===== config.mk =====
export PLATFORM = sky130hd
export DESIGN_NAME = stream_gen_top
export DESIGN_NICKNAME = d
export VERILOG_FILES = /design/src/logic/stream_gen_pkg.sv /design/src/logic/axis_out_slice.sv /design/src/logic/burst_sequencer.sv /design/src/logic/stream_gen_top.sv
export VERILOG_INCLUDE_DIRS = /design/src /design/src/logic
export SDC_FILE = /design/constraint.sdc
export NUM_CORES = 1
export LEC_CHECK = 0
export BUFFER_PORTS_ARGS = -buffer_cell sky130_fd_sc_hd__buf_2
export CAP_MARGIN = 5
export CORE_MARGIN = 3
export CORE_UTILIZATION = 45
export CTS_BUF_LIST = sky130_fd_sc_hd__clkbuf_8 sky130_fd_sc_hd__clkbuf_16
export CTS_CLUSTER_SIZE = 30
export DETAILED_ROUTE_END_ITERATION = 8
export PLACE_DENSITY = 0.74
export SLEW_MARGIN = 10
export SYNTH_ARGS = -nofsm -noshare
export SYNTH_HDL_FRONTEND = slang
export SYNTH_SLANG_ARGS = --single-unit

===== constraint.sdc =====
create_clock -name M_AXIS_ACLK -period 5.8 [get_ports M_AXIS_ACLK]
set_input_delay 0.29 -clock M_AXIS_ACLK [delete_from_list [all_inputs] [get_ports M_AXIS_ACLK]]
set_output_delay 0.29 -clock M_AXIS_ACLK [all_outputs]
set_load 0.005 [all_outputs]

===== src/logic/stream_gen_defs.svh =====
`ifndef STREAM_GEN_DEFS_SVH
`define STREAM_GEN_DEFS_SVH

// Width of one stream word in bits
`define STREAM_DATA_WIDTH 32

// Longest burst a single command can ask for
`define STREAM_MAX_BURST 16

// Clock cycles after reset before the first command is taken
`define STREAM_START_COUNT 32

// Feedback constant applied when the top bit shifts out
`define STREAM_LFSR_POLY 32'h04C11DB7

`endif


===== src/logic/stream_gen_pkg.sv =====
`default_nettype none

`include "stream_gen_defs.svh"

package stream_gen_pkg;

  localparam int unsigned LEN_W = $clog2(`STREAM_MAX_BURST);  // Bits of len_m1

  typedef enum logic {
    pat_count = 1'b0,  // Word is start plus beat index
    pat_lfsr  = 1'b1   // Word follows the shift and feedback rule
  } pattern_e;

  // Burst command from the host
  typedef struct packed {
    pattern_e                      mode;
    logic [LEN_W-1:0]              len_m1;  // Burst length minus one
    logic [`STREAM_DATA_WIDTH-1:0] start;
  } burst_cmd_t;

  // One stream beat
  typedef struct packed {
    logic [`STREAM_DATA_WIDTH-1:0] data;
    logic                          last;
  } axis_beat_t;

endpackage

`default_nettype wire


===== src/logic/axis_out_slice.sv =====
`timescale 1ns/10ps
`default_nettype none

`include "stream_gen_defs.svh"

module axis_out_slice (
  input  logic                          M_AXIS_ACLK,
  input  logic                          M_AXIS_ARESETN,
  input  stream_gen_pkg::axis_beat_t    in_beat,
  input  logic                          in_valid,
  output logic                          in_ready,
  output logic [`STREAM_DATA_WIDTH-1:0] m_axis_tdata,
  output logic                          m_axis_tlast,
  output logic                          m_axis_tvalid,
  input  logic                          m_axis_tready
);

  stream_gen_pkg::axis_beat_t main_beat;
  stream_gen_pkg::axis_beat_t skid_beat;
  logic                       main_valid;
  logic                       skid_valid;
  logic                       main_load;
  logic                       in_fire;

  // Upstream sees ready as long as the skid entry is free
  assign in_ready  = ~skid_valid;
  assign in_fire   = in_valid & in_ready;
  assign main_load = ~main_valid | m_axis_tready;  // Main register empty or draining

  assign m_axis_tdata  = main_beat.data;
  assign m_axis_tlast  = main_beat.last;
  assign m_axis_tvalid = main_valid;

  always_ff @(posedge M_AXIS_ACLK) begin
    if (!M_AXIS_ARESETN) begin
      main_valid <= 1'b0;
      skid_valid <= 1'b0;
    end else if (main_load) begin
      main_valid <= skid_valid | in_fire;
      skid_valid <= 1'b0;
    end else if (in_fire) begin
      skid_valid <= 1'b1;  // Output stalled so the new beat parks here
    end
  end

  // The skid entry always holds the older beat, so it moves up first
  always_ff @(posedge M_AXIS_ACLK) begin
    if (main_load) begin
      main_beat <= skid_valid ? skid_beat : in_beat;
    end
    if (!main_load && in_fire) begin
      skid_beat <= in_beat;
    end
  end

endmodule

`default_nettype wire


===== src/logic/burst_sequencer.sv =====
`timescale 1ns/10ps
`default_nettype none

`include "stream_gen_defs.svh"

module burst_sequencer (
  input  logic                       M_AXIS_ACLK,
  input  logic                       M_AXIS_ARESETN,
  input  stream_gen_pkg::burst_cmd_t cmd,
  input  logic                       cmd_req,
  output logic                       cmd_ack,
  output stream_gen_pkg::axis_beat_t seq_beat,
  output logic                       seq_valid,
  input  logic                       seq_ready
);

  localparam int unsigned W      = `STREAM_DATA_WIDTH;
  localparam int unsigned CNT_W  = $clog2(`STREAM_START_COUNT + 1);
  localparam int unsigned LEN_W  = stream_gen_pkg::LEN_W;

  typedef enum logic [1:0] {
    st_wait_start,
    st_idle,
    st_run,
    st_release
  } state_e;

  state_e                     state;
  logic [CNT_W-1:0]           start_cnt;
  stream_gen_pkg::pattern_e   mode_r;    // Pattern latched at acceptance
  logic [LEN_W-1:0]           len_m1_r;  // Final beat index latched at acceptance
  logic [W-1:0]               word;
  logic [W-1:0]               next_word;
  logic [LEN_W-1:0]           beat_idx;
  logic                       accept;
  logic                       beat_move;

  assign accept    = (state == st_idle) && cmd_req;
  assign beat_move = seq_valid && seq_ready;

  assign seq_beat.data = word;
  assign seq_beat.last = (beat_idx == len_m1_r);

  // Successor of the current word under the latched pattern
  always_comb begin
    if (mode_r == stream_gen_pkg::pat_lfsr) begin
      next_word = {word[W-2:0], 1'b0} ^ ({W{word[W-1]}} & W'(`STREAM_LFSR_POLY));
    end else begin
      next_word = word + 1'b1;
    end
  end

  always_ff @(posedge M_AXIS_ACLK) begin
    if (!M_AXIS_ARESETN) begin
      state     <= st_wait_start;
      start_cnt <= '0;
      cmd_ack   <= 1'b0;
      seq_valid <= 1'b0;
    end else begin
      if (cmd_ack && !cmd_req) begin
        cmd_ack <= 1'b0;  // Host has dropped its request
      end
      case (state)
        st_wait_start: begin
          if (start_cnt == CNT_W'(`STREAM_START_COUNT - 1)) begin
            state <= st_idle;
          end else begin
            start_cnt <= start_cnt + 1'b1;
          end
        end
        st_idle: begin
          if (accept) begin
            cmd_ack <= 1'b1;
            state   <= st_run;
          end
        end
        st_run: begin
          if (!seq_valid) begin
            seq_valid <= 1'b1;  // First beat goes out one cycle after the ack
          end else if (beat_move && seq_beat.last) begin
            seq_valid <= 1'b0;
            state     <= st_release;
          end
        end
        st_release: begin
          // Previous handshake must be complete before another command
          if (!cmd_ack) begin
            state <= st_idle;
          end
        end
        default: begin
          state <= st_wait_start;
        end
      endcase
    end
  end

  always_ff @(posedge M_AXIS_ACLK) begin
    if (accept) begin
      mode_r   <= cmd.mode;
      len_m1_r <= cmd.len_m1;
      word     <= cmd.start;
      beat_idx <= '0;
    end else if (beat_move) begin
      word     <= next_word;
      beat_idx <= beat_idx + 1'b1;
    end
  end

endmodule

`default_nettype wire


===== src/logic/stream_gen_top.sv =====
`timescale 1ns/10ps
`default_nettype none

`include "stream_gen_defs.svh"

module stream_gen_top (
  input  logic                          M_AXIS_ACLK,
  input  logic                          M_AXIS_ARESETN,
  input  stream_gen_pkg::burst_cmd_t    cmd,
  input  logic                          cmd_req,
  output logic                          cmd_ack,
  output logic [`STREAM_DATA_WIDTH-1:0] m_axis_tdata,
  output logic                          m_axis_tlast,
  output logic                          m_axis_tvalid,
  input  logic                          m_axis_tready
);

  stream_gen_pkg::axis_beat_t seq_beat;
  logic                       seq_valid;
  logic                       seq_ready;

  burst_sequencer u_sequencer (
    .M_AXIS_ACLK    (M_AXIS_ACLK),
    .M_AXIS_ARESETN (M_AXIS_ARESETN),
    .cmd            (cmd),
    .cmd_req        (cmd_req),
    .cmd_ack        (cmd_ack),
    .seq_beat       (seq_beat),
    .seq_valid      (seq_valid),
    .seq_ready      (seq_ready)
  );

  // Output slice decouples stream back-pressure from beat generation
  axis_out_slice u_out_slice (
    .M_AXIS_ACLK    (M_AXIS_ACLK),
    .M_AXIS_ARESETN (M_AXIS_ARESETN),
    .in_beat        (seq_beat),
    .in_valid       (seq_valid),
    .in_ready       (seq_ready),
    .m_axis_tdata   (m_axis_tdata),
    .m_axis_tlast   (m_axis_tlast),
    .m_axis_tvalid  (m_axis_tvalid),
    .m_axis_tready  (m_axis_tready)
  );

endmodule

`default_nettype wire


Word level (Yosys, flattened, before mapping) --
Cells that the tools add are included.
Operators by class: eq/ne operators 10, bitwise operators 8, add/subtract/negate cells 3, muxes and demuxes 15, reductions and logical operators 12
Operators with widths (count):
- $mux 32 | 3
- $mux 33 | 1
- $add 32x1->32 const B | 1
- $xor 32x27->32 | 1
- $mux 2 | 5
- $ne 2x1->1 const B | 4
- $pmux 2 s4 | 1
- $add 6x1->6 const B | 1
- $eq 6x5->1 const B | 1
- $logic_and 1x1->1 | 5
- $mux 1 | 5
- $reduce_and 5->1 | 1
- $add 4x1->4 const B | 1
- $eq 2x2->1 const B | 2
- $eq 4x4->1 | 1
- $not 1->1 | 4
- $eq 2x1->1 const B | 1
- $logic_not 1->1 | 2
- $logic_not 2->1 | 1
- $ne 2x2->1 const B | 1
- $or 1x1->1 | 2
- $reduce_and 2->1 | 1
- $reduce_bool 2->1 | 1
- $reduce_or 2->1 | 1
- $and 1x1->1 | 1
Word-level totals: word-level logic and storage cells 62, input port bits 41, flip-flop bits (word level) 119, output and inout bits 35

Depth between registers and ports, before layout --
Gate-level depths: netlist (run 1).
depth in word-level cells 6, depth in mapped cells 9

Hierarchy --
A second synthesis (run 1) with hierarchy kept.
Unflattened totals: cells, all modules 470, area, all modules 5876.9 µm²
By module, submodules not included:
- burst_sequencer | seq. area each 1391.3 µm², area each 3266.9 µm², times used 1, cells each 359
- axis_out_slice | seq. area each 2021.9 µm², area each 2610.0 µm², times used 1, cells each 111

Worst setup path before layout (run 1) --
OpenSTA, ideal clock, no wires.
path kind input to register, start input port m_axis_tready, end register u_out_slice.skid_beat[0] (netlist name), enable pin, cell stages on the path 2, path slack 2.709 ns, setup time 0.423 ns, arrival 2.668 ns, data required time 5.377 ns, cells stage by stage nand2b_1 nor2_1
Between the ends: cells in the longest elaborated chain, start to end 3
RTL lines:
- start: declaration | RTL line stream_gen_top.sv:15 | input logic m_axis_tready
- $or 1x1->1 | RTL line axis_out_slice.sv:28 | assign main_load = ~main_valid | m_axis_tready;
- $logic_not 1->1 | RTL line axis_out_slice.sv:51 | if (!main_load && in_fire) begin
- $logic_and 1x1->1 | RTL line axis_out_slice.sv:51
- end signal: assignment | RTL line axis_out_slice.sv:52 | skid_beat <= in_beat;
- end: declaration | RTL line axis_out_slice.sv:19 | stream_gen_pkg::axis_beat_t skid_beat;
No other way between the ends. A chain may end at the register's enable or synchronous reset.

Final worst setup path (run 1) --
start register u_sequencer.state[1], end register u_sequencer.word[31] (data pin)
Between the ends: cells in the longest elaborated chain, start to end 3
RTL lines:
- start: declaration | RTL line burst_sequencer.sv:28 | state_e state;
- start signal: assignment | RTL line burst_sequencer.sv:55 | state <= st_wait_start;
- start signal: assignment | RTL line burst_sequencer.sv:66 | state <= st_idle;
- start signal: assignment | RTL line burst_sequencer.sv:74 | state <= st_run;
- $eq 2x1->1 | RTL line burst_sequencer.sv:38 | assign accept = (state == st_idle) && cmd_req;
- $logic_and 1x1->1 | RTL line burst_sequencer.sv:38
- $mux 32 | RTL line burst_sequencer.sv:99 | if (accept) begin
- end signal: assignment | RTL line burst_sequencer.sv:102 | word <= cmd.start;
- end signal: assignment | RTL line burst_sequencer.sv:105 | word <= next_word;
- end: declaration | RTL line burst_sequencer.sv:32 | logic [W-1:0] word;
No other way between the ends.

==> metrics, run 1 <==
status finished, final reports clean; worst-skew pair later-pin latency around 0.42 ns; Layout Skew roughly 0.0077 ns; CP Data Required Time 6.05 ns; I/O pin cnt between 70 and 80; initial core utilization a little under half; CTS sink count around 120; Die Area approximately 0.014 mm²; most frequent cell after synthesis edfxtp_1; row cnt 40; Critical Path Max Stage Delay roughly 0.77 ns; total number of vias ~4100; CTS buffer count 17; Antenna Violating Nets Remaining 0; CP arrival between 3 and 4 ns; core area 0.0122 mm²; H-tree lvl count 4; critical path peak fanout 29; nature of the critical path endpoint register; die height between 100 and 150 µm; largest net degree at the start of global routing 39; smallest setup slack after layout ~2.5 ns; pwr dens between 300 and 400 mW/mm²; final core occ 55.7%; Residual DRC 0; Max stage delay cell, worst path nand2_1; Die X roughly 120 µm; count of pins over their slew limit 0; FMAX 306 MHz; Reg2Reg Depth 7; first-pass GRT wire length approximately 20 mm; Max Cap Viol 0; peak supply drop between 0.15 and 0.2 mV; clock tree buffer depth 2; final WL between 10 and 15 mm; top_reg_cell synth edfxtp_1; Synth-to-Final Area Change 19.2%; synthesized area 0.00568 mm²; initial drt markers 285; Post-DP Area between 0.006 and 0.007 mm²; Setup CP Type register to register; Synth area leaders edfxtp_1 54%, mux2_2 6.1%, dfxtp_1 5.6%, xnor2_1 3.9%, nand2_1 3.4%; layout cell share with drive strength beyond 1 between 20% and 30%; Nets slightly below 600; final instance area a little under 0.007 mm²; DPL Wire Length 8.02 mm; # setup viols final 0; Syn Inst Count around 480; measured slew at the worst slew-check pin 1.03 ns; post-synthesis async set-or-reset flop share 0%; GR Overflow Total 0; CP Launch Type register; CTS resizes 0; Post-CTS Setup Inserts 0; slew margin rel. a little under a third; count of cell types in the netlist 50; First-pass DRT Iterations 5; Post-CTS Hold Fix Bufs 0; synth warn 0; Post-synth top cells 103 x edfxtp_1, 52 x nand2_1, 34 x a21oi_1; leak pwr between 2 and 2.5 nW; routed len/inst roughly 17 µm; CTS tree yes; Final Hold Viols 0; Synth top area share a little over half; cell-by-cell trace of the critical path inv_1, ha_1, nand2_1, inv_1, nor2_1, nand2_1, o211ai_1; Setup TNS 0 ns; Yosys top cell by area edfxtp_1; vias in the first global route 3981; Mapped Nets about 530; GRT Util Overall a little under a fifth; HP Class input port to register; mean cell area of the mapped netlist 11.9 µm²; Post-Place Setup Slack about 2.7 ns; via/cell ratio roughly 5.6; # port buffers 75; initial antenna violation count 0; hold path depth 1; final worst path period need around 3.3 ns; GPL Wtd Cong between 0.8 and 0.9; Seq/Total Area, Yosys between 60% and 70%; synthesized flop and latch total roughly 120; unrepaired setup endpoints after global routing false; Clk pin slew, worst setup/hold paths ~0.060 ns; # diodes 0; EDFF count, synth between 100 and 150; period utilization 56.3%; clk root buf clkbuf_16
## cells in the final DEF, fill, tap and decap left out, drive strengths merged, types with 7 or more instances in the layout
master	instances
nand4	15
nand3	11
o22ai	7
edfxtp	103
ha	7
xnor2	25
nor3	10
inv	11
xor2	16
a21oi	34
nor2	30
mux2	31
dfxtp	16
buf	80
o21ai	23
clkbuf	21
nand2	52
## path summary, 6_finish.rpt
check / to / startpoint / slack (ns)
setup reg to reg: u_sequencer.word[31] / u_sequencer.state[1] / 2.53
hold / removal: u_sequencer.len_m1_r[2] / cmd[34] / 0.05
setup / recovery: u_sequencer.word[31] / u_sequencer.state[1] / 2.53
hold reg to reg: u_sequencer.cmd_ack / u_sequencer.cmd_ack / 0.52
## metrics by stage
| step | hold slack, ns | total power [W] | std cells |
|---|---|---|---|
| floorplan | 0.389 | 0.00109 | 478 |
| global placement | 0.470 | 0.00113 | 697 |
| detailed placement | 0.468 | 0.00113 | 697 |
| CTS | 0.0435 | 0.00213 | 729 |
| global route | 0.0465 | 0.00220 | 729 |
| finish | 0.0501 | 0.00212 | 729 |
## metal layers
| layer | routed length [µm] | up-vias | track usage, % | part of all wire (%) |
|---|---|---|---|---|
| li1 | - | 1937 | - | - |
| met3 | 767 | 23 | 4.31 | 6.2 |
| met2 | 6010 | 165 | 29.0 | 48 |
| met4 | 268 | 0 | 7.89 | 2.1 |
| met5 | 0 | - | 0 | 0 |
| met1 | 5420 | 1979 | 23.7 | 43 |
## flip-flops by register name, summed over array words and instances (netlist names)
register,flops
u_out_slice.skid_beat,33
u_out_slice.m_axis_tdata,32
u_sequencer.word,32
u_sequencer.start_cnt,6
u_sequencer.beat_idx,4
u_sequencer.len_m1_r,4
u_sequencer.state,2
u_out_slice.m_axis_tlast,1
u_out_slice.m_axis_tvalid,1
u_out_slice.skid_valid,1
u_sequencer.cmd_ack,1
u_sequencer.mode_r,1
u_sequencer.seq_valid,1
## critical path, delay by kind of cell, from the launching register on
| family | cells | cell delay [ns] |
|---|---|---|
| flops | 1 | 0.37 |
| compound gates | 1 | 0.22 |
| buf+inv | 2 | 0.71 |
| fa+ha+maj | 1 | 0.23 |
| simple gates | 3 | 1.55 |
## kinds of logic after synthesis
group / synth area share (%)
xor+xnor: 6.32
fa+ha+maj: 1.54
compound gates: 9.62
simple gates: 13.4
buf+inv: 2.62
flops: 60.0
mux: 6.49
## power breakdown
group | internal, W | switching, W | leakage (nW)
combinational | 0.0000604 | 0.0000652 | 1.05
sequential | 0.000961 | 0.0000337 | 1.11
clock | 0.000629 | 0.000376 | 0.283
total | 0.00165 | 0.000474 | 2.45
## cell type report
class	instances	area, µm²
inverter	8	30.0
tap	168	210
sequential	119	3410
multi-input combinational	322	2130
clock inverter	11	68.8
timing repair buffer	80	413
clock buffer	21	514
fill	978	5390
Note: power is estimated with default switching activity, not from simulation.
==> inputs of run 2 (changes only) <==
ABC_AREA = 1   (was unset)
clock period = 3.1 ns   (was 5.8 ns; I/O delays follow)
==> run 2 against run 1 <==
- sequential power up 78%
- fmax up 71%
- sequential share of layout area down 3.9 points
- critical path depth down 2
- critical path type unchanged
- register-to-register slack worse by 1.3 ns
- synthesized cell count up 45%
- die area up 5.5%
==> metrics, run 2 <==
Synth-to-Final Area Change 22.3%; core area 0.0128 mm² (+5.5%); synthesized area 0.00602 mm² (+5.8%); cell-by-cell trace of the critical path inv_1, o21ai_0, nand2_1, inv_1, a21oi_2; initial drt markers 370 (+30%); CTS buffer count 17 (unchanged); commonest non-fill, non-tap cell in the layout nand2_1; Die X 122 µm (+2.7%); initial antenna violation count 0 (unchanged); initial core utilization 46.9% (+0.17 points); Critical Path Max Stage Delay 0.83 ns (+0.06 ns); DPL Wire Length 9.83 mm (+23%); mean cell area of the mapped netlist 8.71 µm² (-27%); GRT Util Overall 20.3% (+2.2 points); routed len/inst 14.5 µm (-15%); worst-skew pair later-pin latency 0.42 ns (about the same); status finished, final reports clean; Final Hold Viols 0 (unchanged); die height 122 µm (+2.7%); Max stage delay cell, worst path edfxtp_1; row cnt 41 (+2.5%); Post-CTS Hold Fix Bufs 10 (+10); CTS tree yes; top_reg_cell synth edfxtp_1; leak pwr 3.02 nW (+23%); H-tree lvl count 4 (unchanged); Max Cap Viol 0 (unchanged); Clk pin slew, worst setup/hold paths 0.05 ns (about the same); Post-synth top cells 205 x nand2_1, 103 x edfxtp_1, 76 x nor2_1; clock tree buffer depth 2 (unchanged); Residual DRC 0 (unchanged); Post-CTS Setup Inserts 0 (unchanged); Setup TNS 0 ns (unchanged); # diodes 0 (unchanged); EDFF count, synth 103 (unchanged); Nets 831 (+39%); most frequent cell after synthesis nand2_1; Top delay family on crit path flip-flops; Syn Inst Count 691 (+45%); most frequent CP cell inv_1; CP arrival 2.08 ns (-1.43 ns); most frequent cells in the layout 205 x nand2_1, 103 x edfxtp_1, 75 x nor2_1, 75 x buf_2, 71 x inv_1; # setup viols final 0 (unchanged); GPL Wtd Cong 0.956 (+9.4%); period utilization 61.6% (+5.3 points); CTS sink count 119 (unchanged); via/cell ratio 5.06 (-10%); CTS resizes 0 (unchanged); vias in the first global route 4579 (+15%); Fill cells 1168 (+19%); # port buffers 75 (unchanged); final worst path period need 1.91 ns (-1.36 ns); clk root buf clkbuf_16; largest net degree at the start of global routing 65 (+67%); synthesized flop and latch total 119 (unchanged); pwr dens 559 mW/mm² (+78%); GR Overflow Total 0 (unchanged); Die Area 0.0148 mm² (+5.5%); CP Data Required Time 3.27 ns (-2.78 ns); unrepaired setup endpoints after global routing false; multi-input combinational cell area 0.00224 mm² (+5.5%); critical path peak fanout 18 (-38%); first-pass GRT wire length 23.3 mm (+15%); peak supply drop 0.316 mV (+72%); max reg flops 33 (unchanged); Seq/Total Area, Yosys 56.7% (-3.3 points); First-pass DRT Iterations 5 (unchanged); Synth top area share 51.4% (-3.0 points); I/O pin cnt 76 (unchanged); Yosys top cell by area edfxtp_1; count of cell types in the netlist 35 (-30%); total number of vias 4895 (+19%); HP Class input port to register; synth warn 0 (unchanged); layout cell share with drive strength beyond 1 17.1% (-9.1 points); hold slack 0.0152 ns (-0.0349 ns); Worst Path Buf+Inv 2 (unchanged); Layout Skew 0.0108 ns (+0.00309 ns); register area 0.00341 mm² (about the same); count of pins over their slew limit 0 (unchanged); post-synthesis async set-or-reset flop share 0% (unchanged); Synth area leaders edfxtp_1 51%, nand2_1 13%, o21ai_0 5.4%, dfxtp_1 5.3%, nor2_1 4.7%; final WL 14.0 mm (+12%); Mapped Nets 739 (+40%); Top reg by flops u_out_slice.skid_beat; measured slew at the worst slew-check pin 0.753 ns (-0.278 ns); FMAX 524 MHz (+71%); Antenna Violating Nets Remaining 0 (unchanged); slew margin rel. 49.8% (+19 points); Setup CP Type register to register; CP Launch Type register; nature of the critical path endpoint register
-- run 2: changes by cell type in the layout (fill, tap and decap cells not counted), sizes merged, moves of 22 or more --
cell and change:
inv +61, mux2 -31, nand2 +159, nand3 +33, nor2 +55, o21ai +43, xnor2 -22
-- run 2: worst register-to-register path, cell delays in order, from the launching register on --
cell	delay, ns
edfxtp_1	0.83
inv_1	0.31
o21ai_0	0.30
nand2_1	0.08
inv_1	0.08
a21oi_2	0.06
-- run 2: final timing paths --
path	startpoint	to	slack [ns]	cells after the start
worst max register to register	u_sequencer.word[31]	u_sequencer.word[23]	1.19	5
worst min-delay path	cmd[27]	u_sequencer.word[27]	0.02	3
worst max-delay path	u_sequencer.word[31]	u_sequencer.word[23]	1.19	5
worst min register to register	u_sequencer.start_cnt[0]	u_sequencer.start_cnt[0]	0.49	1
-- run 2: routing by layer --
layer  track usage, %  share of wire, %
met5                0                 0
met4             7.42               1.6
met3             4.87               6.0
met2             31.4                47
met1             28.1                46
-- run 2: final cells by class --
class                      count  area share (%)
sequential                   119            46.4
multi-input combinational    479            30.5
timing repair buffer          94            7.38
clock buffer                  22            6.72
inverter                      72            3.67
tap                          172            2.93
clock inverter                10            2.38
-- run 2: cell families (layout without fill, tap and decap cells) --
group / after synthesis / after routing / synth area share, %
flip-flops: 119 / 119 / 56.7
XOR/XNOR: 11 / 11 / 1.60
AND/OR/NAND/NOR: 346 / 346 / 24.2
AO/OA/AOI/OAI: 115 / 115 / 10.0
buffers and inverters: 93 / 198 / 6.01
adder cells (fa/ha/maj): 7 / 7 / 1.46
-- run 2: where the power goes --
part | switching (W) | internal (W) | leakage, nW
combinational | 0.0000775 | 0.0000627 | 1.57
sequential | 0.0000216 | 0.00175 | 1.11
clock | 0.000673 | 0.00152 | 0.335
total | 0.000772 | 0.00334 | 3.02
-- run 2: metrics by stage --
stage	setup slack, ns	util [%]	std cells	cell area [µm²]	power [W]
after CTS	1.18	57.4	968	7360	0.00414
after global routing	0.997	57.4	968	7360	0.00423
after detailed placement	1.20	51.4	926	6590	0.00193
after floorplan	0.248	-	691	6020	0.00188
final	1.19	57.4	968	7360	0.00411
after global placement	1.22	51.4	926	6590	0.00193
==> inputs of run 3 (changes only) <==
PLACE_DENSITY = 0.76   (was 0.74)
clock period = 1.62 ns   (was 3.1 ns; I/O delays follow)
==> run 3 against run 2 <==
- the run now ends with setup timing left
- via count is 10% higher
- core utilization is 6.3 points higher
- combinational power grew to 2.6 times the previous value
- register-to-register slack worse by 1.3 ns
- non-clock buffer count is 84 higher
- die area stayed put
- critical path type unchanged
- critical endpoint is now u_sequencer.word[12]
- largest cell class unchanged
- largest power group unchanged
==> metrics, run 3 (synthesis gave the netlist of run 2 again) <==
status finished, violations left; failing checks setup timing; Nets 915 (+10%); Setup TNS -0.900 ns (-0.900 ns); smallest setup slack after layout -0.127 ns (-1.32 ns); unrepaired setup endpoints after global routing true; initial antenna violation count 0 (unchanged); critical path peak fanout 5 (-13); # port buffers 75 (unchanged); CTS tree yes; GR Overflow Total 0 (unchanged); max reg flops 33 (unchanged); vias in the first global route 4865 (+6.2%); period utilization 108% (+46 points); Internal 0.00579 W (+74%); final WL 15.9 mm (+14%); first-pass GRT wire length 24.1 mm (+3.6%); CP arrival 1.92 ns (-0.16 ns); pwr dens 891 mW/mm² (+60%); routed len/inst 15.1 µm (+4.6%); Top reg by flops u_out_slice.skid_beat; Clk pin slew, worst setup/hold paths 0.05 ns (about the same); switching component of the power 0.00148 W (+92%); I/O pin cnt 76 (unchanged); GPL Wtd Cong 0.925 (-3.2%); GRT Util Overall 21.1% (+0.73 points); clock power share 48.5% (-4.9 points); CP Launch Type register; worst r2r src u_sequencer.word[1]; largest net degree at the start of global routing 65 (unchanged); slew margin rel. 63.5% (+14 points); CP Data Required Time 1.79 ns (-1.48 ns); Synth-to-Final Area Change 35.7%; clock tree buffer depth 2 (unchanged); Post-Place Setup Slack -0.0416 ns (-1.24 ns); final worst path period need 1.75 ns (-0.162 ns); die height 122 µm (unchanged); FMAX 572 MHz (+9.3%); CTS buffer count 17 (unchanged); row cnt 41 (unchanged); # setup viols final 15 (+15); via/cell ratio 5.12 (+1.2%); internal reg-to-reg setup slack -0.13 ns (-1.32 ns); hold slack 0.0187 ns (+0.00345 ns); Design Power 0.00728 W (+77%); worst-skew pair later-pin latency 0.42 ns (about the same); leak pwr 3.44 nW (+14%); commonest non-fill, non-tap cell in the layout nand2_1; peak supply drop 0.621 mV (+96%); initial drt markers 511 (+38%); measured slew at the worst slew-check pin 0.547 ns (-0.206 ns); Die X 122 µm (unchanged); most frequent cells in the layout 197 x nand2_1, 103 x edfxtp_1, 77 x inv_1; First-pass DRT Iterations 6 (+1); Sequential Power Share 46.6% (+3.4 points); Final Hold Viols 0 (unchanged); Layout Skew 0.00877 ns (-0.00199 ns); core area 0.0128 mm² (unchanged); initial core utilization 46.9% (unchanged); Sw Ratio 20.4% (+1.6 points); # diodes 0 (unchanged); nature of the critical path endpoint register; clk root buf clkbuf_16; Post-DP Area 0.00695 mm² (+5.6%); hold path start cmd[14]; final instance area 0.00816 mm² (+11%); count of pins over their slew limit 0 (unchanged); Setup CP Type register to register; layout cell share with drive strength beyond 1 25.5% (+8.4 points); DPL Wire Length 10.4 mm (+5.4%); combinational share of power 5.0% (+1.6 points); CTS sink count 119 (unchanged); Die Area 0.0148 mm² (unchanged); total number of vias 5386 (+10%); Residual DRC 0 (unchanged); HP Class input port to register; Antenna Violating Nets Remaining 0 (unchanged); crit path from u_sequencer.word[1]; H-tree lvl count 4 (unchanged); Max Cap Viol 0 (unchanged)
-- run 3: cell count changes in the layout (fill, tap and decap cells not counted), moves of 6 or more --
cell | previous run | this run
dlygate4sd3_1 | 10 | 33
buf_4 | 9 | 64
nor2_4 | 6 | 12
nand2_1 | 205 | 197
nor2_1 | 75 | 56
inv_1 | 71 | 77
nor2_2 | 4 | 17
-- run 3: per-layer routing --
layer | vias to the layer above | share of wire, % | global-route usage, %
met5 | - | 0 | 0
li1 | 2654 | - | -
met1 | 2483 | 42 | 28.6
met2 | 217 | 49 | 33.9
met3 | 32 | 7.1 | 4.83
met4 | 0 | 1.8 | 6.44
-- run 3: worst paths after layout --
kind | endpoint | depth (start not counted)
worst min register to register | u_sequencer.start_cnt[3] | 1
worst max-delay path | u_sequencer.word[12] | 9
worst min-delay path | u_sequencer.word[14] | 3
worst max register to register | u_sequencer.word[12] | 9
-- run 3: repair_timing --
item / 4_1_cts / 5_1_grt
hold buffers: 33 / 0
endpoints found under the hold margin: 38 / 0
buffers inserted: 4 / 17
resized for setup: 3 / 40
cloned: 0 / 1
setup endpoints to repair: 50 / 60
pin swaps: 2 / 16
-- run 3: stage by stage --
stage | std cells | utilization [%]
after global routing | 1052 | 63.7
after global placement | 965 | 54.2
after CTS | 1034 | 61.5
final | 1052 | 63.7
after floorplan | 691 | -
after detailed placement | 965 | 54.2
-- run 3: power by group through the flow --
stage	Sequential, W	Clock (W)	Combinational, W
2_1_floorplan	0.00344	0	0.000147
3_3_place_gp	0.00345	0	0.000269
3_5_place_dp	0.00345	0	0.000277
4_1_cts	0.00339	0.00358	0.000344
5_1_grt	0.00339	0.00372	0.000405
6_report	0.00339	0.00353	0.000362
-- run 3: critical path, stage by stage, from the launching register on --
cell and delay [ns]:
edfxtp_1 0.40, ha_2 0.24, nand2_4 0.08, nor2_4 0.17, nand2_4 0.12, nor2_4 0.17
buf_4 0.12, nand2_1 0.05, nand3_2 0.09, a21oi_1 0.06
-- run 3: cell type report --
cell class | count | area (µm²)
clock buffers | 22 | 528
clock inverters | 10 | 40.0
fillers | 1044 | 4660
inverters | 72 | 270
multi-input cells | 479 | 2380
flip-flops and latches | 119 | 3420
well taps | 172 | 215
repair buffers | 178 | 1310
